$ cat config.mk
export PLATFORM = sky130hd
export DESIGN_NAME = icache_fill
export DESIGN_NICKNAME = d
export VERILOG_FILES = /design/src/icache_pkg.sv /design/src/icache_fill.sv
export SDC_FILE = /design/constraint.sdc
export NUM_CORES = 1
export LEC_CHECK = 0
export ABC_CLOCK_PERIOD_IN_PS = 3110
export BUFFER_PORTS_ARGS = -buffer_cell sky130_fd_sc_hd__buf_2
export CAP_MARGIN = 20
export CORE_MARGIN = 2
export CORE_UTILIZATION = 42
export DETAILED_ROUTE_END_ITERATION = 8
export PLACE_DENSITY = 0.86
export SYNTH_ARGS = -nofsm -noshare
export SYNTH_HDL_FRONTEND = slang
export SYNTH_SLANG_ARGS = --single-unit
$ cat constraint.sdc
create_clock -name CLK -period 3.11 [get_ports CLK]
set_clock_uncertainty 0.2 [all_clocks]
set_input_delay 0.1555 -clock CLK [delete_from_list [all_inputs] [get_ports CLK]]
set_output_delay 0.1555 -clock CLK [all_outputs]
set_load 0.03 [all_outputs]
$ cat src/icache_pkg.sv
// ====================
// Instruction cache shared types.
// Address, instruction and line layouts, the memory
// response bundle, the line store write bundle and
// the fill state encoding.
// ====================

`default_nettype none

package icache_pkg;

	typedef logic [14:0] word_addr_t;	// word address, CPU and memory side alike.
	typedef logic [15:0] instr_t;	// one instruction word.

	// One cache line. The full address is kept instead of a tag so that the
	// miss compare needs no slicing, and a cleared line is simply all ones.
	typedef struct packed {
		word_addr_t addr;	// word address held in this line.
		logic       invalid;	// set when the line holds nothing.
		instr_t     instr;	// the cached instruction.
	} cache_line_t;

	// What the memory arbiter hands back each cycle.
	typedef struct packed {
		logic       success;	// this cycle carries a word.
		word_addr_t addr;	// address the word belongs to.
		instr_t     data;	// the word itself.
	} mem_rsp_t;

	// One write into the line store.
	typedef struct packed {
		logic        wr;	// write strobe.
		word_addr_t  index;	// line index, the store uses only the low bits.
		cache_line_t line;	// line contents to store.
	} line_wr_t;

	// Fill engine states, in the order they are visited after reset.
	typedef enum logic [1:0] {
		init            = 2'd0,	// one cycle after reset.
		invalidate      = 2'd1,	// sweeping every line.
		invalidate_done = 2'd2,	// single cycle that flags the end of the sweep.
		execute         = 2'd3	// normal operation with memory requests.
	} fill_state_t;

	// Value written by the sweep. Address all ones and invalid bit set.
	localparam cache_line_t line_invalidated = '1;

endpackage

`default_nettype wire
$ cat src/icache_fill.sv
// ====================
// Instruction cache fill engine.
// Sweeps all lines invalid after reset or on demand,
// then keeps the memory port busy, redirecting to each
// new fetch and prefetching the rest of its block.
// Every returned word is written into its line.
// ====================

`timescale 1ns/1ps
`default_nettype none

module icache_fill
	import icache_pkg::*;
#(
	parameter int CACHE_DEPTH_BITS = 8	// number of index bits, below 15.
) (
	input  logic       CLK,
	input  logic       RSTb,
	input  logic       invalidate_cache,	// CPU asks for a full sweep.
	output logic       invalidation_done,	// one cycle pulse at the end of a sweep.
	input  word_addr_t request_address,	// registered fetch address from lookup.
	input  logic       new_request,	// high for one cycle after the fetch address moved.
	output word_addr_t memory_address,	// word the memory is asked for.
	output logic       memory_rd_req,	// held high while requesting.
	input  mem_rsp_t   memory_rsp,	// strobe, address and data from memory.
	output line_wr_t   line_wr	// write into the line store.
);

	localparam int addr_msb = $bits(word_addr_t) - 1;	// top bit of a word address.
	localparam logic [CACHE_DEPTH_BITS-1:0] last_index = '1;	// highest line index.

	fill_state_t                 state;	// current state.
	fill_state_t                 state_next;	// state for the next cycle.
	logic [CACHE_DEPTH_BITS-1:0] sweep_index;	// line being invalidated.
	logic [CACHE_DEPTH_BITS-1:0] fill_index;	// index of the word being requested.
	logic [CACHE_DEPTH_BITS-1:0] request_index;	// index part of the fetch address.
	logic                        in_execute;	// normal operation.
	logic                        in_sweep;	// invalidation in progress.

	assign in_execute    = (state == execute);
	assign in_sweep      = (state == invalidate);
	assign request_index = request_address[CACHE_DEPTH_BITS-1:0];

	// Next state.
	always_comb begin
		state_next = state;	// hold by default.
		case (state)
			init: begin
				state_next = invalidate;	// always clear the store after reset.
			end
			invalidate: begin
				if (sweep_index == last_index) begin
					state_next = invalidate_done;	// last line written this cycle.
				end
			end
			invalidate_done: begin
				state_next = execute;
			end
			execute: begin
				if (invalidate_cache) begin
					state_next = invalidate;	// restart the sweep from index 0.
				end
			end
			default: begin
				state_next = init;
			end
		endcase
	end

	// State register and sweep counter.
	always_ff @(posedge CLK) begin
		if (!RSTb) begin
			state       <= init;
			sweep_index <= '0;
		end else begin
			state <= state_next;
			if (in_sweep) begin
				sweep_index <= sweep_index + 1'b1;	// wraps to zero after the last line.
			end else begin
				sweep_index <= '0;	// every sweep starts at index 0.
			end
		end
	end

	// Fill index. A new fetch redirects it, otherwise each returned word moves it
	// one line further until the end of the block, which keeps the port busy.
	always_ff @(posedge CLK) begin
		if (!RSTb) begin
			fill_index <= '0;
		end else if (new_request) begin
			fill_index <= request_index;	// service the new fetch first.
		end else if (in_execute && memory_rsp.success && (fill_index != last_index)) begin
			fill_index <= fill_index + 1'b1;	// prefetch the next word.
		end
	end

	// Memory request. The block comes from the fetch, the index from the fill counter.
	assign memory_address    = {request_address[addr_msb:CACHE_DEPTH_BITS], fill_index};
	assign memory_rd_req     = in_execute;	// request continuously in execute.
	assign invalidation_done = (state == invalidate_done);

	// Line write. The sweep writes one cleared line per cycle, execute writes
	// every successful response into the line its address selects.
	always_comb begin
		line_wr = '0;	// no write in init or done.
		case (state)
			invalidate: begin
				line_wr.wr    = 1'b1;
				line_wr.index = word_addr_t'(sweep_index);	// zero extended index.
				line_wr.line  = line_invalidated;
			end
			execute: begin
				line_wr.wr           = memory_rsp.success;	// only when a word arrived.
				line_wr.index        = memory_rsp.addr;	// the store keeps the low bits.
				line_wr.line.addr    = memory_rsp.addr;
				line_wr.line.invalid = 1'b0;
				line_wr.line.instr   = memory_rsp.data;
			end
			default: begin
				line_wr = '0;
			end
		endcase
	end

endmodule

`default_nettype wire

# Word-level counts from Yosys, hierarchy flattened

Index checks and enable logic that the tools add are counted.

Register bits after elaboration: 18
Output and inout bits: 65
Word-level logic and storage cells: 24

Add/subtract/negate cells: 2
Equal/unequal tests: 7
Multiplexer cells: 6
Reductions and logical operators: 6

Operators by type and width:

| cell                                                 | count |
|---|---|
| case mux 48 bit (2 select lines)                     | 1 |
| adder 8 x 1 -> 8 bit (second input constant)         | 2 |
| 2-to-1 mux 8 bit                                     | 2 |
| equality test 8 bit (second input constant)          | 1 |
| != test 8 bit (second input constant)                | 1 |
| case mux 2 bit (4 select lines)                      | 1 |
| equality test 2 bit (second input constant)          | 2 |
| 2-to-1 mux 2 bit                                     | 2 |
| AND reduction 2 bit                                  | 2 |
| equality test 2 x 1 -> 1 bit (second input constant) | 1 |
| logical AND 1 bit                                    | 2 |
| logical NOT 2 bit                                    | 1 |
| != test 2 x 1 -> 1 bit (second input constant)       | 1 |
| != test 2 bit (second input constant)                | 1 |
| nonzero test 2 bit                                   | 1 |

# Depth between registers and ports, before layout

Depth in word-level cells: 5
Depth in mapped cells: 6
Depth with buffers taken out: 5

# Worst setup path after synthesis

No wires, ideal clock.

Path kind: register to output
Start point: register state[0]
End point: output line_wr[32] in the netlist's numbering
Arrival: 1.619 ns
Path slack: 1.135 ns
Cell stages (with the launch flop): 5
Buffers on the path: 1
Cell sequence: dfxtp_1 ha_1 clkbuf_1 a22oi_1 nor2_1

RTL lines:

| what                   | RTL line          | text |
|---|---|---|
| start, declared        | icache_fill.sv:32 | `fill_state_t state;` |
| start signal, assigned | icache_fill.sv:73 | `state <= init;` |
| start signal, assigned | icache_fill.sv:76 | `state <= state_next;` |
| end, declared          | icache_fill.sv:26 | `output line_wr_t line_wr` |

# Final worst setup path

Start point: register state[1]
End point: register fill_index[0]

Longest elaborated chain between the ends: 4

RTL lines:

| what                                | RTL line          | text |
|---|---|---|
| equality test 2 bit                 | icache_fill.sv:40 | `assign in_execute = (state == execute);` |
| logical AND 1 bit (2 in series)     | icache_fill.sv:92 | `end else if (in_execute && memory_rsp.success && (fill_index != last_index)) begin` |
| nonzero test 2 bit (no source line) | n/a               |  |
| end signal, assigned                | icache_fill.sv:91 | `fill_index <= request_index;` |
| end signal, assigned                | icache_fill.sv:93 | `fill_index <= fill_index + 1'b1;` |
| end, declared                       | icache_fill.sv:35 | `logic [CACHE_DEPTH_BITS-1:0] fill_index;` |

No other way between the ends.
A chain may end at the register's enable or synchronous reset.

==> flow_metrics.py <==
metrics = {
    "logic_synthesis": {
        "seq_area_frac_synth_pct": 25.22,
        "synth-edff-count": 0,
        "synth_top_family_by_area": "compound AO/OA/AOI/OAI gates",
        "muxShareOfSynthArea_pct": 0.7005,
        "synth-xor-area-share_pct": 3.678,
        "syn-cell-area_mm2": 0.001429,
        "synthSimpleGateAreaFrac_pct": 26.18,
        "ys_types": 42,
        "ys.flop_type": "dfxtp_1",
        "synth-compound-area-share_pct": 30.30,
        "synth_nets": 243,
        "synth_adder_area_share_pct": 6.130,
        "syn_area_per_cell_um2": 7.724,
        "netlist_instances": 185,
        "async_reset_ff_share_pct": 0,
        "ys_warn_count": 0,
        "ys_ff_latch": 18,
    },
    "route": {
        "finalWirelength_um": 4215,
        "met2_length_um": 2025,
        "ant_nets": 0,
        "vias": 1680,
        "drtIter0Drc": 70,
        "drt-met1-wl_um": 1885,
        "dr_wl_met3_um": 288,
        "remaining_drc_errors": 0,
        "highest_layer": "met4",
        "drt_first_pass_iters": 4,
        "wl_per_cell_um": 12.73,
        "via_per_inst": 5.076,
    },
    "final_layout": {
        "area_growth_pct": 44.40,
        "nNetsFinal": 344,
        "utilization_pct": 62.32,
        "fillers": 306,
        "n_antenna_cell": 0,
        "drive_above_1_share_pct": 41.75,
    },
    "sta": {
        "finalMaxSlewViolations": 0,
        "rsz0062_at_grt": "no",
        "setup_viol": 0,
        "min_period_over_period_pct": 80.86,
        "fmax_ghz": 0.3976,
        "finalWorstSetupSlack_ps": 595.2,
        "worst_slew_pin_slew_ps": 652.5,
        "relSlewSlack_pct": 56.34,
        "finalCriticalPeriod_ps": 2515,
        "fin_setup_tns_ps": 0,
        "finalHoldViolCount": 0,
    },
    "global_routing": {
        "antenna_found_initial": 0,
        "grt-ovfl-total": 0,
        "gr-usage-all-layers_pct": 21.64,
        "grt_max_degree": 24,
        "first_global_vias": 1527,
        "grt_pass1_wl_um": 7120,
    },
    "setup_path": {
        "endpoint": "fill_index[0]$_SDFFE_PN0P_",
        "crit_path_start": "state[1]$_SDFFE_PN0P_",
        "critPathCaptureType": "flop",
        "rrSetupSlack_ps": 600,
        "rr_startpoint": "state[1]$_SDFFE_PN0P_",
        "rr_worst_depth": 6,
        "cp_data_arrival_time_ps": 2510,
        "cp.required_ps": 3100,
        "crit_path_start_kind": "flop",
        "timing.rr.end": "fill_index[0]$_SDFFE_PN0P_",
        "path_max_fanout": 12,
        "critPathKind": "reg2reg",
    },
    "floorplanning": {
        "ios": 116,
        "start_util_pct": 43.16,
        "die_area_mm2": 0.003884,
        "fp-row-count": 21,
        "core_mm2": 0.003311,
        "fp.dieH_um": 62.33,
        "fp.dieW_um": 62.33,
    },
    "clock_network": {
        "numClockSinks": 18,
        "cts-root-buf": "clkbuf_4",
        "cts_setup_buffers": 0,
        "clock_path_buffers": 2,
        "clk_latency_ps": 300,
        "path_clk_slew_ps": 110,
        "htreeDepth": 1,
        "cts_tree": "done",
        "cts_resized": 0,
        "cts_inserted_buffers": 3,
    },
    "placed_design": {
        "dp_hpwl_um": 3043,
        "port-buffer-count": 101,
        "gpl.final_weighted_congestion": 0.8699,
        "place_worst_setup_slack_ps": 1004,
    },
    "run_status": {
        "status": "finished clean",
    },
    "pwr": {
        "p_per_area_mw_per_mm2": 522.6,
        "p_leak_nw": 1.136,
        "irDropWorstVdd_mv": 0.3250,
    },
    "flow_run": {
        "max_cap_viol_count": 0,
    },
    "min_path": {
        "hp-class": "in2reg",
    },
}
per-stage QoR:
step	instances	cell area [um2]	power (W)	hold slack, ps
after floorplan	185	1429	0.0007594	99.03
after global placement	315	1907	0.0009097	111.2
after detailed placement	315	1907	0.0009185	111.2
after CTS	331	2063	0.001081	35.58
after global routing	331	2063	0.001140	95.40
final	331	2063	0.001078	39.73
area by class of cell:
cell class / instances / area (um2) / share of cell area [%]
Clock buffer: 4 / 36.28 / 1.759
Sequential cell: 18 / 360.3 / 17.47
Tap cell: 46 / 57.56 / 2.790
Timing Repair Buffer: 115 / 640.6 / 31.05
Multi-Input combinational cell: 145 / 957.2 / 46.39
Inverter: 3 / 11.26 / 0.5458
cell usage after synthesis, types with 3 or more instances:
| cell type | n | area (um2) |
|---|---|---|
| nor2_1 | 22 | 82.58 |
| a21o_1 | 19 | 142.6 |
| dfxtp_1 | 18 | 360.4 |
| a21oi_1 | 16 | 80.08 |
| clkbuf_1 | 10 | 37.54 |
| and2_1 | 8 | 50.05 |
| o21ai_0 | 8 | 40.04 |
| buf_4 | 7 | 52.55 |
| ha_1 | 7 | 87.58 |
| nand2_1 | 7 | 26.28 |
| nand3_1 | 7 | 35.03 |
| or2_2 | 6 | 37.54 |
| a22oi_1 | 5 | 37.54 |
| xor2_1 | 4 | 35.03 |
| a31oi_1 | 3 | 18.77 |
| inv_1 | 3 | 11.26 |
| nand2b_1 | 3 | 18.77 |
| or3_1 | 3 | 18.77 |
how the worst min path moves through the flow:
stage                     slack (ps)  cells after the start                         end                from
final                             40                      3  fill_index[6]$_SDFFE_PN0P_         new_request
after global placement           110                      0           memory_address[8]  request_address[8]
after detailed placement         110                      0           memory_address[8]  request_address[8]
after global routing             100                      3  fill_index[6]$_SDFFE_PN0P_         new_request
after CTS                         40                      3  fill_index[6]$_SDFFE_PN0P_         new_request
after floorplan                  100                      2  fill_index[4]$_SDFFE_PN0P_  request_address[4]
cell families (layout without fill, tap and decap cells):
kind of cell / count (synthesis) / count (layout)
buffers and inverters: 22 / 122
flip-flops: 18 / 18
adder cells (fa/ha/maj): 7 / 7
XOR/XNOR: 6 / 6
AO/OA/AOI/OAI: 64 / 64
multiplexers: 1 / 1
AND/OR/NAND/NOR: 67 / 67
power by group:
part | internal (W) | switching (W)
combinational | 0.000215 | 0.000449
clock | 0.0000713 | 0.0000768
sequential | 0.000245 | 0.0000205
what timing repair did:
item                                   CTS  global route
hold buffers                            12             0
setup endpoints to repair                0             0
endpoints found under the hold margin    9             0
critical path: stages, from the launching register on:
cell	delay, ps
dfxtp_1	420
ha_1	450
nand2_1	220
a21oi_1	270
xor2_1	100
o211a_1	200
dlygate4sd3_1	540
per-layer routing:
layer	vias up	track usage [%]
met4	0	2.500
met2	69	38.72
met3	4	4.348
li1	855	-
met1	752	27.68
met5	-	0
flip-flops by register name, summed over array words and instances (netlist names):
signal and count:
state 2, sweep_index 8, fill_index 8
layout by cell type (no fill, tap or decap), drive strengths merged, types with 2 or more instances in the layout:
master,Yosys,layout
xnor2,2,2
ha,7,7
nand2,7,7
a21o,19,19
xor2,4,4
dfxtp,18,18
and3,2,2
a41oi,2,2
or2,6,6
a31oi,3,3
o21ai,9,9
clkbuf,10,4
a22oi,5,5
buf,9,103
a211oi,2,2
nand2b,3,3
inv,3,3
and2,8,8
or3,3,3
nor3b,2,2
dlygate4sd3,0,12
nand3,7,7
nor2,22,22
a21oi,16,16
nand4,2,2
nor4b,2,2
Note: power is estimated with default switching activity, not from simulation.
