==> src/icache_pkg.sv <==
// ====================
// Instruction cache shared types.
// Address, instruction and line layouts, the memory
// response bundle, the line store write bundle and
// the fill state encoding.
// ====================

`default_nettype none

package icache_pkg;

	typedef logic [14:0] word_addr_t;	// word address, CPU and memory side alike.
	typedef logic [15:0] instr_t;	// one instruction word.

	// One cache line. The full address is kept instead of a tag so that the
	// miss compare needs no slicing, and a cleared line is simply all ones.
	typedef struct packed {
		word_addr_t addr;	// word address held in this line.
		logic       invalid;	// set when the line holds nothing.
		instr_t     instr;	// the cached instruction.
	} cache_line_t;

	// What the memory arbiter hands back each cycle.
	typedef struct packed {
		logic       success;	// this cycle carries a word.
		word_addr_t addr;	// address the word belongs to.
		instr_t     data;	// the word itself.
	} mem_rsp_t;

	// One write into the line store.
	typedef struct packed {
		logic        wr;	// write strobe.
		word_addr_t  index;	// line index, the store uses only the low bits.
		cache_line_t line;	// line contents to store.
	} line_wr_t;

	// Fill engine states, in the order they are visited after reset.
	typedef enum logic [1:0] {
		init            = 2'd0,	// one cycle after reset.
		invalidate      = 2'd1,	// sweeping every line.
		invalidate_done = 2'd2,	// single cycle that flags the end of the sweep.
		execute         = 2'd3	// normal operation with memory requests.
	} fill_state_t;

	// Value written by the sweep. Address all ones and invalid bit set.
	localparam cache_line_t line_invalidated = '1;

endpackage

`default_nettype wire
==> src/icache_lookup.sv <==
// ====================
// Instruction cache lookup.
// Registers the fetch address, flags new requests
// and checks the stored line for a hit.
// ====================

`timescale 1ns/1ps
`default_nettype none

module icache_lookup
	import icache_pkg::*;
#(
	parameter int CACHE_DEPTH_BITS = 8	// number of index bits.
) (
	input  logic                        CLK,
	input  logic                        RSTb,
	input  word_addr_t                  fetch_address,	// address presented by the CPU.
	input  cache_line_t                 read_line,	// line from the store, one cycle late.
	output logic [CACHE_DEPTH_BITS-1:0] rd_index,	// line to read from the store.
	output word_addr_t                  request_address,	// fetch address, registered.
	output logic                        new_request,	// one cycle pulse after an address change.
	output cache_line_t                 fetch_line,	// line returned to the CPU.
	output logic                        cache_miss	// line does not hold the fetch address.
);

	logic addr_changed;	// fetch address differs from the registered one.

	// The store read is registered, so indexing it with the live address lines the
	// data up with the registered address in the following cycle.
	assign rd_index     = fetch_address[CACHE_DEPTH_BITS-1:0];
	assign addr_changed = (fetch_address != request_address);

	// new_request is registered too, so fill sees it together with the new address.
	always_ff @(posedge CLK) begin
		if (!RSTb) begin
			request_address <= '0;
			new_request     <= 1'b0;
		end else begin
			request_address <= fetch_address;
			new_request     <= addr_changed;	// high for one cycle per change.
		end
	end

	// Hit needs the stored address to match and the line to be valid.
	assign fetch_line = read_line;
	assign cache_miss = (read_line.addr != request_address) || read_line.invalid;

endmodule

`default_nettype wire

==> config.mk <==
export PLATFORM = sky130hd
export DESIGN_NAME = icache_lookup
export DESIGN_NICKNAME = d
export VERILOG_FILES = /design/src/icache_pkg.sv /design/src/icache_lookup.sv
export SDC_FILE = /design/constraint.sdc
export NUM_CORES = 1
export LEC_CHECK = 0
export BUFFER_PORTS_ARGS = -buffer_cell sky130_fd_sc_hd__clkbuf_2
export CAP_MARGIN = 20
export CELL_PAD_IN_SITES_DETAIL_PLACEMENT = 0
export CELL_PAD_IN_SITES_GLOBAL_PLACEMENT = 1
export CORE_MARGIN = 2
export CORE_UTILIZATION = 23
export CTS_CLUSTER_DIAMETER = 60
export DETAILED_ROUTE_END_ITERATION = 7
export PLACE_DENSITY_LB_ADDON = 0.1
export SETUP_SLACK_MARGIN = 0.15
export SLEW_MARGIN = 40
export SYNTH_ARGS = -nofsm -noshare
export SYNTH_HDL_FRONTEND = slang
export SYNTH_SLANG_ARGS = --single-unit
==> constraint.sdc <==
create_clock -name CLK -period 1.6 [get_ports CLK]
set_input_delay 0.4 -clock CLK [delete_from_list [all_inputs] [get_ports CLK]]
set_output_delay 0.4 -clock CLK [all_outputs]
set_load 0.02 [all_outputs]
# ---- After elaboration in Yosys (flattened, before gate mapping)
# Cells that the tools add are included.
# Widths: inputs -> output; s select.
dict set report word_totals {
  mem_count 0
  out_inout_bits 57
  latchBits 0
  ff_bits 16
  romBits 0
  ramBits 0
}
dict set report classes {
  n_mul 0
  n_eq_ne 2
  n_reduce_logical 1
  n_div 0
  mux 0
  shifts 0
  bitwise 0
  add_sub_neg 0
  magnitude_cmp 0
}
# op count
set op_table {}
lappend op_table {{$ne 15x15->1} 2}
lappend op_table {{$logic_or 1x1->1} 1}

# ---- Logic depth before layout (Yosys ltp)
# Gate-level depths: netlist of the first run.
dict set report depth {
  word_depth 2
  depth_mapped 4
  depth_no_buf 4
}

# ---- Worst setup path after synthesis of the first run
# Ideal clock, no wire load.
dict set report synth_path {
  path_type {register to output}
  from {reg request_address[2]}
  to {out cache_miss}
  slack_ns 0.110
  stages_incl_launch_ff 4
  t_arrival_ns 1.090
  path_buffers 0
  cell_sequence {dfxtp_1 > xor2_1 > nor4_1 > nand4_1}
}
dict set report synth_between {
  elab_chain_cells 2
}
# item line
set synth_rtl {}
lappend synth_rtl {{from (decl)} icache_lookup.sv:20} ;# output word_addr_t request_address,
lappend synth_rtl {{from (signal assigned)} icache_lookup.sv:39} ;# request_address <= fetch_address;
lappend synth_rtl {{$ne 15x15->1} icache_lookup.sv:46} ;# assign cache_miss = (read_line.addr != request_address) || read_line.invalid;
lappend synth_rtl {{$logic_or 1x1->1} icache_lookup.sv:46}
lappend synth_rtl {{to (decl)} icache_lookup.sv:23} ;# output logic cache_miss
# No other way between the ends.

# ---- Final worst setup path of the first run
dict set report layout_path {
  from {reg request_address[8]}
  to {out cache_miss}
}
# The elaborated chain is that of the path after synthesis.

==> reports/metrics.cfg, run 1 <==
[critical_path]
critPathLaunchType = flip-flop
critical_path_required_ps = 1200
cp-end-kind = output pin
arrival_ps = 1470
path_max_fanout = 2
critPathKind = flip-flop to output pin

[timing]
setup_tns_ps = -265
worst_pin_slew_ps = 295
hold_viol_final = 0
fin_ws_ps = -265
maxSlewHeadroom_pct = 80.1
holdWs_ps = 374
setup_viol = 1
fin_skew_ps = 2.90
period_share_pct = 117
fin_crit_ps = 1870
rsz0062_at_grt = yes
drv_slew = 0
max_freq_mhz = 536

[cells_and_area]
multiInputGateArea_um2 = 463
final_nets = 206
antenna_cells = 0
regArea_um2 = 330
drive_gt1_share_pct = 62.2
fin_cells = 208
area_growth_pct = 29.0
design_area_um2 = 1350
fillers = 493

[detailed_routing]
drc = 0
final_antenna_net_count = 0
vias = 820
routed_via_density = 3.94
drt-initial-drc-count = 4
firstDrtPassIters = 2
wl_per_cell_um = 11.4
drt_wl_total_mm = 2.37

[placed_design]
gp_congestion = 0.661
detailed_place.area_um2 = 1230
place_inst = 203
dp.final_hpwl_mm = 1.99
portBuffers = 73

[pwr]
leakagePower_nw = 0.687
irDropWorstVdd_mv = 0.320
p_total_mw = 1.10
p_per_area_nw_per_um2 = 813

[die]
core_area_um2 = 4380
rows = 24
die-area_um2 = 5110
io_pins = 106
chipHeight_um = 71.5
start_util_pct = 23.9
fp.dieW_um = 71.5

[cts]
clockBufferDepth = 2
htree_levels = 1
root_buffer = clkbuf_8
tritoncts = built
cts_sinks = 16
clk_pin_slew_worst_paths_ps = 70
clk_latency_ps = 250
cts_made_buffers = 3

[synthesis]
synth.most_common_cell = buf_4
syn_nets = 161
yosys.area.top_type_share_pct = 30.6
yosysSeqAreaShare_pct = 30.6
synthAdderAreaFrac_pct = 0
syn_area_um2 = 1050
synthTopCellsByCount = buf_4, xor2_1, dfxtp_1
synthXorXnorAreaFrac_pct = 25.1
synth-async-reset-ratio_pct = 0
synth_top_family_by_area = buffers and inverters
synthMuxAreaShare_pct = 0
synthDistinctLibCells = 10
yosysWarnings = 0
avgSynthCellArea_um2 = 9.35
netlist_instances = 112
synth-seq-cells = 16
synth_edf_count = 0
ys.flop_type = dfxtp_1
yosys.area.top_type = dfxtp_1
synth_compound_area_share_pct = 0.836
yosys.area_share.simple_pct = 14.5
synth.area.top_cells = dfxtp_1, buf_4, xor2_1

[global_route]
grt_overflow = 0
gr-usage-all-layers_pct = 9.13
grt_pass1_wl_mm = 3.55
grt_max_degree = 17
antenna_found_initial = 0
grt_pass1_vias = 766

[worst_hold_path]
hold_path.class = primary input to flip-flop

[outcome]
outcome = finished with violations
violations = setup timing

[job]
cap_violations = 0

[placed cells by master (no fill, tap or decap)]
cell type / netlist / routed
buf_4: 40 / 7
dfxtp_2: 0 / 8
xor2_4: 0 / 1
clkbuf_2: 0 / 72
nor4_2: 0 / 1
clkbuf_8: 0 / 5
nand4_1: 4 / 4
xor2_1: 19 / 18
xnor2_1: 11 / 11
and2_2: 1 / 1
o31a_1: 1 / 1
buf_6: 0 / 1
and2_1: 14 / 14
nor4_1: 5 / 3
dfxtp_1: 16 / 8
nor4_4: 0 / 1
[repair_timing]
action,4_1_cts,5_1_grt
pin swaps,4,3
hold buffers,0,0
setup endpoints to repair,2,2
buffers inserted,1,0
gates resized for setup,4,5
[registers in the layout, indices dropped and copies added, names as in the netlist]
signal,cells
new_request,1
request_address,15
[critical path, stage by stage, from the launching register on]
cell and delay [ps]:
dfxtp_2 320, xor2_1 130, nor4_1 300, buf_4 160
nand4_1 110, clkbuf_8 190
[per-layer routing]
metal	up-vias	wire length [um]	global-route usage [%]
met2	48	1020	13.1
met4	0	26	3.35
li1	410	-	-
met3	6	286	4.64
met5	-	0	0
met1	356	1030	11.7
[where the power goes]
group	internal (mW)	switching, mW
registers	0.422	0.0186
clock network	0.218	0.145
logic	0.130	0.165
[path summary, 6_finish.rpt]
kind                                                startpoint  slack, ps  cells past startpoint                        endpoint
worst max-delay path             request_address[8]$_SDFF_PN0_       -270                      5                      cache_miss
worst min-delay path                         fetch_address[10]        370                      2  request_address[10]$_SDFF_PN0_
worst max register to register  request_address[13]$_SDFF_PN0_        270                      5          new_request$_SDFF_PN0_
worst min register to register   request_address[5]$_SDFF_PN0_        660                      3          new_request$_SDFF_PN0_
[through the flow]
stage / worst slack (ps) / util [%]
finish: -265 / 30.8
floorplan: 153 / -
global route: -393 / 30.8
detailed placement: -191 / 28.2
CTS: -313 / 30.0
global placement: -238 / 28.2
[kinds of logic (layout without fill, tap and decap cells)]
group	count (synthesis)	in the layout
buffers and inverters	41	85
AO/OA/AOI/OAI	1	1
flip-flops	16	16
XOR/XNOR	30	30
AND/OR/NAND/NOR	24	24
[layout make-up]
type	count	share of cell area (%)
Clock buffer	4	4.07
Multi-Input combinational cell	55	34.3
Sequential cell	16	24.4
Tap cell	52	4.81
Timing Repair Buffer	81	32.4
(Power assumes the default switching activity.)
==> run 2, diff against run 1 <==
--- a/config.mk
+++ b/config.mk
@@ -5,7 +5,7 @@
 export SDC_FILE = /design/constraint.sdc
 export NUM_CORES = 1
 export LEC_CHECK = 0
-export BUFFER_PORTS_ARGS = -buffer_cell sky130_fd_sc_hd__clkbuf_2
+export BUFFER_PORTS_ARGS = -buffer_cell sky130_fd_sc_hd__buf_2
 export CAP_MARGIN = 20
 export CELL_PAD_IN_SITES_DETAIL_PLACEMENT = 0
 export CELL_PAD_IN_SITES_GLOBAL_PLACEMENT = 1
@@ -15,6 +15,7 @@
 export DETAILED_ROUTE_END_ITERATION = 7
 export PLACE_DENSITY_LB_ADDON = 0.1
 export SETUP_SLACK_MARGIN = 0.15
+export SKIP_LAST_GASP = 1
 export SLEW_MARGIN = 40
 export SYNTH_ARGS = -nofsm -noshare
 export SYNTH_HDL_FRONTEND = slang
==> constraint.sdc (replaced) <==
create_clock -name CLK -period 1.6 [get_ports CLK]
set_input_delay 0.08 -clock CLK [delete_from_list [all_inputs] [get_ports CLK]]
set_output_delay 0.08 -clock CLK [all_outputs]
set_load 0.02 [all_outputs]
==> run 2 against run 1 <==
Effect of this change: the flow now finishes without violations; sequential cell count unchanged; largest cell class unchanged; worst hold slack worse by 320 ps; cell count down 2.4%; count of clock-buffer cells in the layout unchanged; cell area down 3.4%; critical endpoint unchanged; fmax up 28%; global-route usage down 0.10 points.
==> reports/metrics.cfg, run 2 (synthesis gave the netlist of run 1 again) <==
[cells_and_area]
reg.largest.list = request_address (15), new_request (1)
most-common-layout-cells = buf_2, xor2_1, and2_1
layout_commonest_cell = buf_2
area_growth_pct = 24.6
drive_gt1_share_pct = 62.3  ; +0.072 points
antenna_cells = 0  ; unchanged
top_register = request_address
final_nets = 201  ; -2.4%
largest_reg_flops = 15  ; unchanged
fillers = 457  ; -7.3%
design_area_um2 = 1310  ; -3.4%

[timing]
drv_slew = 0  ; unchanged
period_share_pct = 90.7  ; -26 points
max_freq_mhz = 689  ; +28%
setup_viol = 0  ; -1
rsz0062_at_grt = yes
fin_skew_ps = 2.22  ; -0.684 ps
fin_crit_ps = 1450  ; -413 ps
maxSlewHeadroom_pct = 82.7  ; +2.6 points
worst_pin_slew_ps = 258  ; -36.7 ps
hold_viol_final = 0  ; unchanged
setup_tns_ps = 0  ; +265 ps

[die]
rows = 24  ; unchanged
start_util_pct = 23.9  ; unchanged
die-area_um2 = 5110  ; unchanged
fp.dieW_um = 71.5  ; unchanged
chipHeight_um = 71.5  ; unchanged
io_pins = 106  ; unchanged
core_area_um2 = 4380  ; unchanged

[outcome]
outcome = finished, final reports clean

[cts]
htree_levels = 1  ; unchanged
clk_pin_slew_worst_paths_ps = 70  ; about the same
cts_made_buffers = 3  ; unchanged
cts_sinks = 16  ; unchanged
root_buffer = clkbuf_8
clk_latency_ps = 250  ; about the same
clockBufferDepth = 2  ; unchanged
tritoncts = built

[critical_path]
critPathLaunchType = flip-flop
rrSetupSlack_ps = 330  ; +60 ps
slowest_stage = dfxtp_1
critPathTopFamily = simple AND/OR/NAND/NOR gates
r2r_cells = 4  ; -1
cp.depth = 4  ; -1
cp-end-kind = output pin
path_max_fanout = 3  ; +1
slowest_delay_ps = 340  ; +20 ps
critPathKind = flip-flop to output pin
critical_path_required_ps = 1520  ; +320 ps
cp_num_buf_inv = 1  ; -1
crit_chain = xor2_1, nor4_2, nand4_1, buf_4
arrival_ps = 1370  ; -100 ps

[detailed_routing]
firstDrtPassIters = 3  ; +1
drt_wl_total_mm = 2.37  ; +0.21%
vias = 784  ; -4.4%
maxUsedRoutingLayer = met4
met3WireLength_um = 250  ; -13%
wl_met2_mm = 1.09  ; +6.4%
final_antenna_net_count = 0  ; unchanged
met1Wirelength_mm = 1.01  ; -1.7%
routed_via_density = 3.86  ; -2.0%
wl_per_cell_um = 11.7  ; +2.7%
drc = 0  ; unchanged
drt-initial-drc-count = 12  ; +8

[global_route]
grt_max_degree = 17  ; unchanged
grt_pass1_vias = 786  ; +2.6%
antenna_found_initial = 0  ; unchanged
grt_pass1_wl_mm = 3.52  ; -0.76%
gr-usage-all-layers_pct = 9.02  ; -0.10 points
grt_overflow = 0  ; unchanged

[pwr]
irDropWorstVdd_mv = 0.247  ; -23%
p_per_area_nw_per_um2 = 840  ; +3.3%
leakagePower_nw = 0.648  ; -5.7%

[job]
cap_violations = 0  ; unchanged

[placed_design]
gp_congestion = 0.677  ; +2.4%
portBuffers = 73  ; unchanged
detailed_place.area_um2 = 1170  ; -5.0%

[worst_hold_path]
hold_path.class = primary input to flip-flop
hold_depth = 2  ; unchanged

[run 2: cell count changes in the layout (fill, tap and decap cells not counted), sizes merged]
cell	delta
clkbuf	-73
buf	+68
[run 2: layout make-up]
cell class                      count  area, um^2  area share [%]
Clock buffer                        4        55.1            4.22
Multi-Input combinational cell     55         464            35.6
Sequential cell                    16         330            25.3
Tap cell                           52        65.1            4.99
Timing Repair Buffer               76         390            29.9
[run 2: routing by layer]
layer	global-route usage (%)	vias up
li1	-	392
met1	11.0	339
met2	14.8	49
met3	2.67	4
met4	3.77	0
met5	0	-
[run 2: repair_timing]
| item | 4_1_cts | 5_1_grt |
|---|---|---|
| buffers inserted | 3 | 0 |
| resized for setup | 8 | 7 |
| pin swaps | 5 | 7 |
| hold buffers | 0 | 0 |
| hold endpoints to repair | 0 | 0 |
| setup endpoints to repair | 1 | 2 |
[run 2: worst paths after layout]
path | startpoint | end
worst max-delay path | request_address[11]$_SDFF_PN0_ | cache_miss
worst min-delay path | fetch_address[9] | request_address[9]$_SDFF_PN0_
worst max register to register | request_address[9]$_SDFF_PN0_ | new_request$_SDFF_PN0_
worst min register to register | request_address[2]$_SDFF_PN0_ | new_request$_SDFF_PN0_
[run 2: worst reg2reg max path, cell delays in order, from the launching register on]
cell,delay (ps)
dfxtp_1,340
xor2_1,160
nor4_2,290
nand4_1,140
o31a_1,240
[run 2: stage by stage]
stage / power, mW / cells / worst slack, ps / util, % / hold slack (ps)
global route: 1.16 / 203 / 65.7 / 29.8 / 45.1
CTS: 1.11 / 203 / 112 / 29.1 / 46.7
global placement: 0.720 / 196 / 244 / 26.8 / 160
finish: 1.10 / 203 / 148 / 29.8 / 52.3
detailed placement: 0.718 / 196 / 238 / 26.8 / 160
floorplan: 0.695 / 112 / 324 / - / 202
[run 2: power breakdown]
| part | total (mW) | internal, mW | switching (mW) | leakage (nW) |
|---|---|---|---|---|
| Clock | 0.369 | 0.218 | 0.151 | 0.0288 |
| Sequential | 0.442 | 0.422 | 0.0193 | 0.136 |
| Combinational | 0.285 | 0.123 | 0.163 | 0.483 |
==> run 3, diff against run 2 <==
--- a/config.mk
+++ b/config.mk
@@ -5,6 +5,7 @@
 export SDC_FILE = /design/constraint.sdc
 export NUM_CORES = 1
 export LEC_CHECK = 0
+export ABC_AREA = 1
 export BUFFER_PORTS_ARGS = -buffer_cell sky130_fd_sc_hd__buf_2
 export CAP_MARGIN = 20
 export CELL_PAD_IN_SITES_DETAIL_PLACEMENT = 0
@@ -13,7 +14,7 @@
 export CORE_UTILIZATION = 23
 export CTS_CLUSTER_DIAMETER = 60
 export DETAILED_ROUTE_END_ITERATION = 7
-export PLACE_DENSITY_LB_ADDON = 0.1
+export PLACE_DENSITY = 0.83
 export SETUP_SLACK_MARGIN = 0.15
 export SKIP_LAST_GASP = 1
 export SLEW_MARGIN = 40
==> constraint.sdc (replaced) <==
create_clock -name CLK -period 1.5 [get_ports CLK]
set_input_delay 0.075 -clock CLK [delete_from_list [all_inputs] [get_ports CLK]]
set_output_delay 0.075 -clock CLK [all_outputs]
set_load 0.02 [all_outputs]
==> run 3 against run 2 <==
Effect of this change: sequential cell count stayed put; first-iteration DRC count grew to 3.5 times the previous value; total power is 2.7% higher; count of clock-buffer cells in the layout is 1 lower; routed wire length is 23% higher; combinational power is 14% higher; global-route usage is 0.52 points higher; area after synthesis is 21% higher; utilization is 2.1 points lower.
==> reports/metrics.cfg, run 3 <==
[synthesis]
synth.most_common_cell = nand2_1
synthXorXnorAreaFrac_pct = 4.83  ; -20 points
synthAdderAreaFrac_pct = 0  ; unchanged
yosys.area.top_type = dfxtp_1
yosysWarnings = 0  ; unchanged
synth_compound_area_share_pct = 2.76  ; +1.9 points
syn_area_um2 = 1270  ; +21%
synth_edf_count = 0  ; unchanged
synth_top_family_by_area = buffers and inverters
avgSynthCellArea_um2 = 5.93  ; -37%
ys.flop_type = dfxtp_1
synth-async-reset-ratio_pct = 0  ; unchanged
yosysSeqAreaShare_pct = 25.2  ; -5.4 points
syn_nets = 263  ; +63%
synth.area.top_cells = dfxtp_1, buf_4, nand2_1
yosys.area_share.simple_pct = 28.6  ; +14 points
yosys.area.top_type_share_pct = 25.2  ; -5.4 points
synthDistinctLibCells = 16  ; +6
synth-seq-cells = 16  ; unchanged
synthMuxAreaShare_pct = 0  ; unchanged
netlist_instances = 214  ; +91%
synthTopCellsByCount = nand2_1, inv_1, buf_4

[global_route]
grt_pass1_vias = 1045  ; +33%
antenna_found_initial = 0  ; unchanged
grt_pass1_wl_mm = 4.54  ; +29%
grt_overflow = 0  ; unchanged
grt_max_degree = 17  ; unchanged
gr-usage-all-layers_pct = 9.54  ; +0.52 points

[cells_and_area]
antenna_cells = 0  ; unchanged
most-common-layout-cells = buf_2, nand2_1, inv_1
layout_commonest_cell = buf_2
top_register = request_address
final_nets = 302  ; +50%
largest_reg_flops = 15  ; unchanged
fin_util_pct = 27.7  ; -2.1 points
reg.largest.list = request_address (15), new_request (1)
drive_gt1_share_pct = 35.5  ; -27 points
area_growth_pct = 17.8
fillers = 653  ; +43%
multiInputGateArea_um2 = 462  ; -0.54%
fin_cells = 323  ; +59%
regArea_um2 = 329  ; -0.38%

[timing]
fin_crit_ps = 1350
holdWs_ps = 33.4  ; -19.0 ps
period_share_pct = 89.7
setup_tns_ps = 0  ; unchanged
maxSlewHeadroom_pct = 79.3  ; -3.4 points
setup_viol = 0  ; unchanged
worst_pin_slew_ps = 310  ; +51.7 ps
fin_skew_ps = 4.21  ; +1.99 ps
drv_slew = 0  ; unchanged
rsz0062_at_grt = yes
max_freq_mhz = 743
hold_viol_final = 0  ; unchanged

[critical_path]
r2r-end = new_request$_SDFF_PN0_
arrival_ps = 1270  ; -100 ps
critPathLaunchType = flip-flop
cp-startpoint = request_address[0]$_SDFF_PN0_
path_max_fanout = 5  ; +2
critical_path_required_ps = 1420  ; -100 ps
r2r_cells = 7  ; +3
critPathKind = flip-flop to output pin
r2r_start = request_address[7]$_SDFF_PN0_
rrSetupSlack_ps = 460  ; +130 ps
cp-end-kind = output pin

[die]
chipHeight_um = 78.3  ; +9.6%
fp.dieW_um = 78.3  ; +9.6%
core_area_um2 = 5410  ; +23%
start_util_pct = 23.5  ; -0.39 points
rows = 27  ; +13%
die-area_um2 = 6130  ; +20%
io_pins = 106  ; unchanged

[detailed_routing]
drt-initial-drc-count = 42  ; +30
wl_per_cell_um = 9.00  ; -23%
final_antenna_net_count = 0  ; unchanged
vias = 1175  ; +50%
drt_wl_total_mm = 2.91  ; +23%
routed_via_density = 3.64  ; -5.8%
firstDrtPassIters = 4  ; +1
drc = 0  ; unchanged

[placed_design]
place_inst = 317  ; +62%
dp.final_hpwl_mm = 2.48
gp_congestion = 0.695  ; +2.8%
portBuffers = 73  ; unchanged

[cts]
clk_pin_slew_worst_paths_ps = 70  ; about the same
htree_levels = 1  ; unchanged
root_buffer = clkbuf_8
clockBufferDepth = 2  ; unchanged
cts_sinks = 16  ; unchanged
tritoncts = built
clk_latency_ps = 250  ; about the same
postCtsHoldBufs = 0  ; unchanged
cts_made_buffers = 3  ; unchanged

[worst_hold_path]
hold_path.class = primary input to flip-flop
hold_depth = 3  ; +1
hold_start = fetch_address[10]
worstHoldEndpoint = request_address[10]$_SDFF_PN0_

[pwr]
irDropWorstVdd_mv = 0.218  ; -12%
leakagePower_nw = 0.978  ; +51%
p_total_mw = 1.13  ; +2.7%
p_per_area_nw_per_um2 = 752  ; -10%

[outcome]
outcome = finished, final reports clean

[job]
cap_violations = 0  ; unchanged

run 3: cell types whose count changed in the layout (fill, tap and decap cells not counted), sizes merged, moves of 5 or more:
| cell | previous run | this run |
|---|---|---|
| and2 | 15 | 0 |
| inv | 0 | 48 |
| nand2 | 0 | 71 |
| nor2 | 0 | 17 |
| nor4 | 5 | 0 |
| o21ai | 0 | 5 |
| xnor2 | 11 | 5 |
| xor2 | 19 | 2 |
run 3: power by group:
group / switching [mW] / leakage, nW / internal [mW] / total (mW)
sequential: 0.0202 / 0.135 / 0.450 / 0.471
clock: 0.151 / 0.0216 / 0.178 / 0.329
combinational: 0.199 / 0.821 / 0.126 / 0.325
run 3: logic make-up after synthesis:
kind of cell / after synthesis
AND/OR/NAND/NOR: 94
XOR/XNOR: 7
AO/OA/AOI/OAI: 7
flip-flops: 16
buffers and inverters: 90
run 3: what timing repair did:
action                                  in CTS  in global routing
setup buffers                                3                  0
pin swaps                                    6                  3
gates resized for setup                     11                  4
endpoints found under the hold margin        0                  0
endpoints found under the setup margin       1                  1
run 3: layout make-up:
class / count / share of cell area (%)
multi-input cells: 108 / 30.9
well taps: 72 / 6.02
repair buffers: 76 / 26.3
inverters: 48 / 12.0
clock buffers: 3 / 2.76
flip-flops and latches: 16 / 22.0
run 3: worst max path at each step:
stage	to	slack [ps]	depth (start not counted)
after floorplan	cache_miss	410	7
after global placement	cache_miss	310	8
after detailed placement	cache_miss	330	8
after CTS	cache_miss	140	7
after global routing	cache_miss	30	7
final	cache_miss	150	7
run 3: through the flow:
step	worst slack [ps]	instance area, um^2
final	155	1500
after global routing	30.2	1500
after CTS	137	1490
after detailed placement	335	1420
after global placement	310	1420
after floorplan	408	1270
run 3: critical path: stages (launching register included):
cell,delay (ps)
dfxtp_2,340
nand2_1,70
o21ai_1,60
nor2_1,120
nand3_1,120
nor2_2,120
nand2_1,70
buf_6,130
run 3: layer usage:
layer,wire [um],share of wire (%),vias up,track usage [%]
met3,175,6.0,4,2.07
met4,27,0.93,0,3.51
li1,-,-,640,-
met1,1340,46,496,11.6
met2,1370,47,35,16.5
met5,0,0,-,0
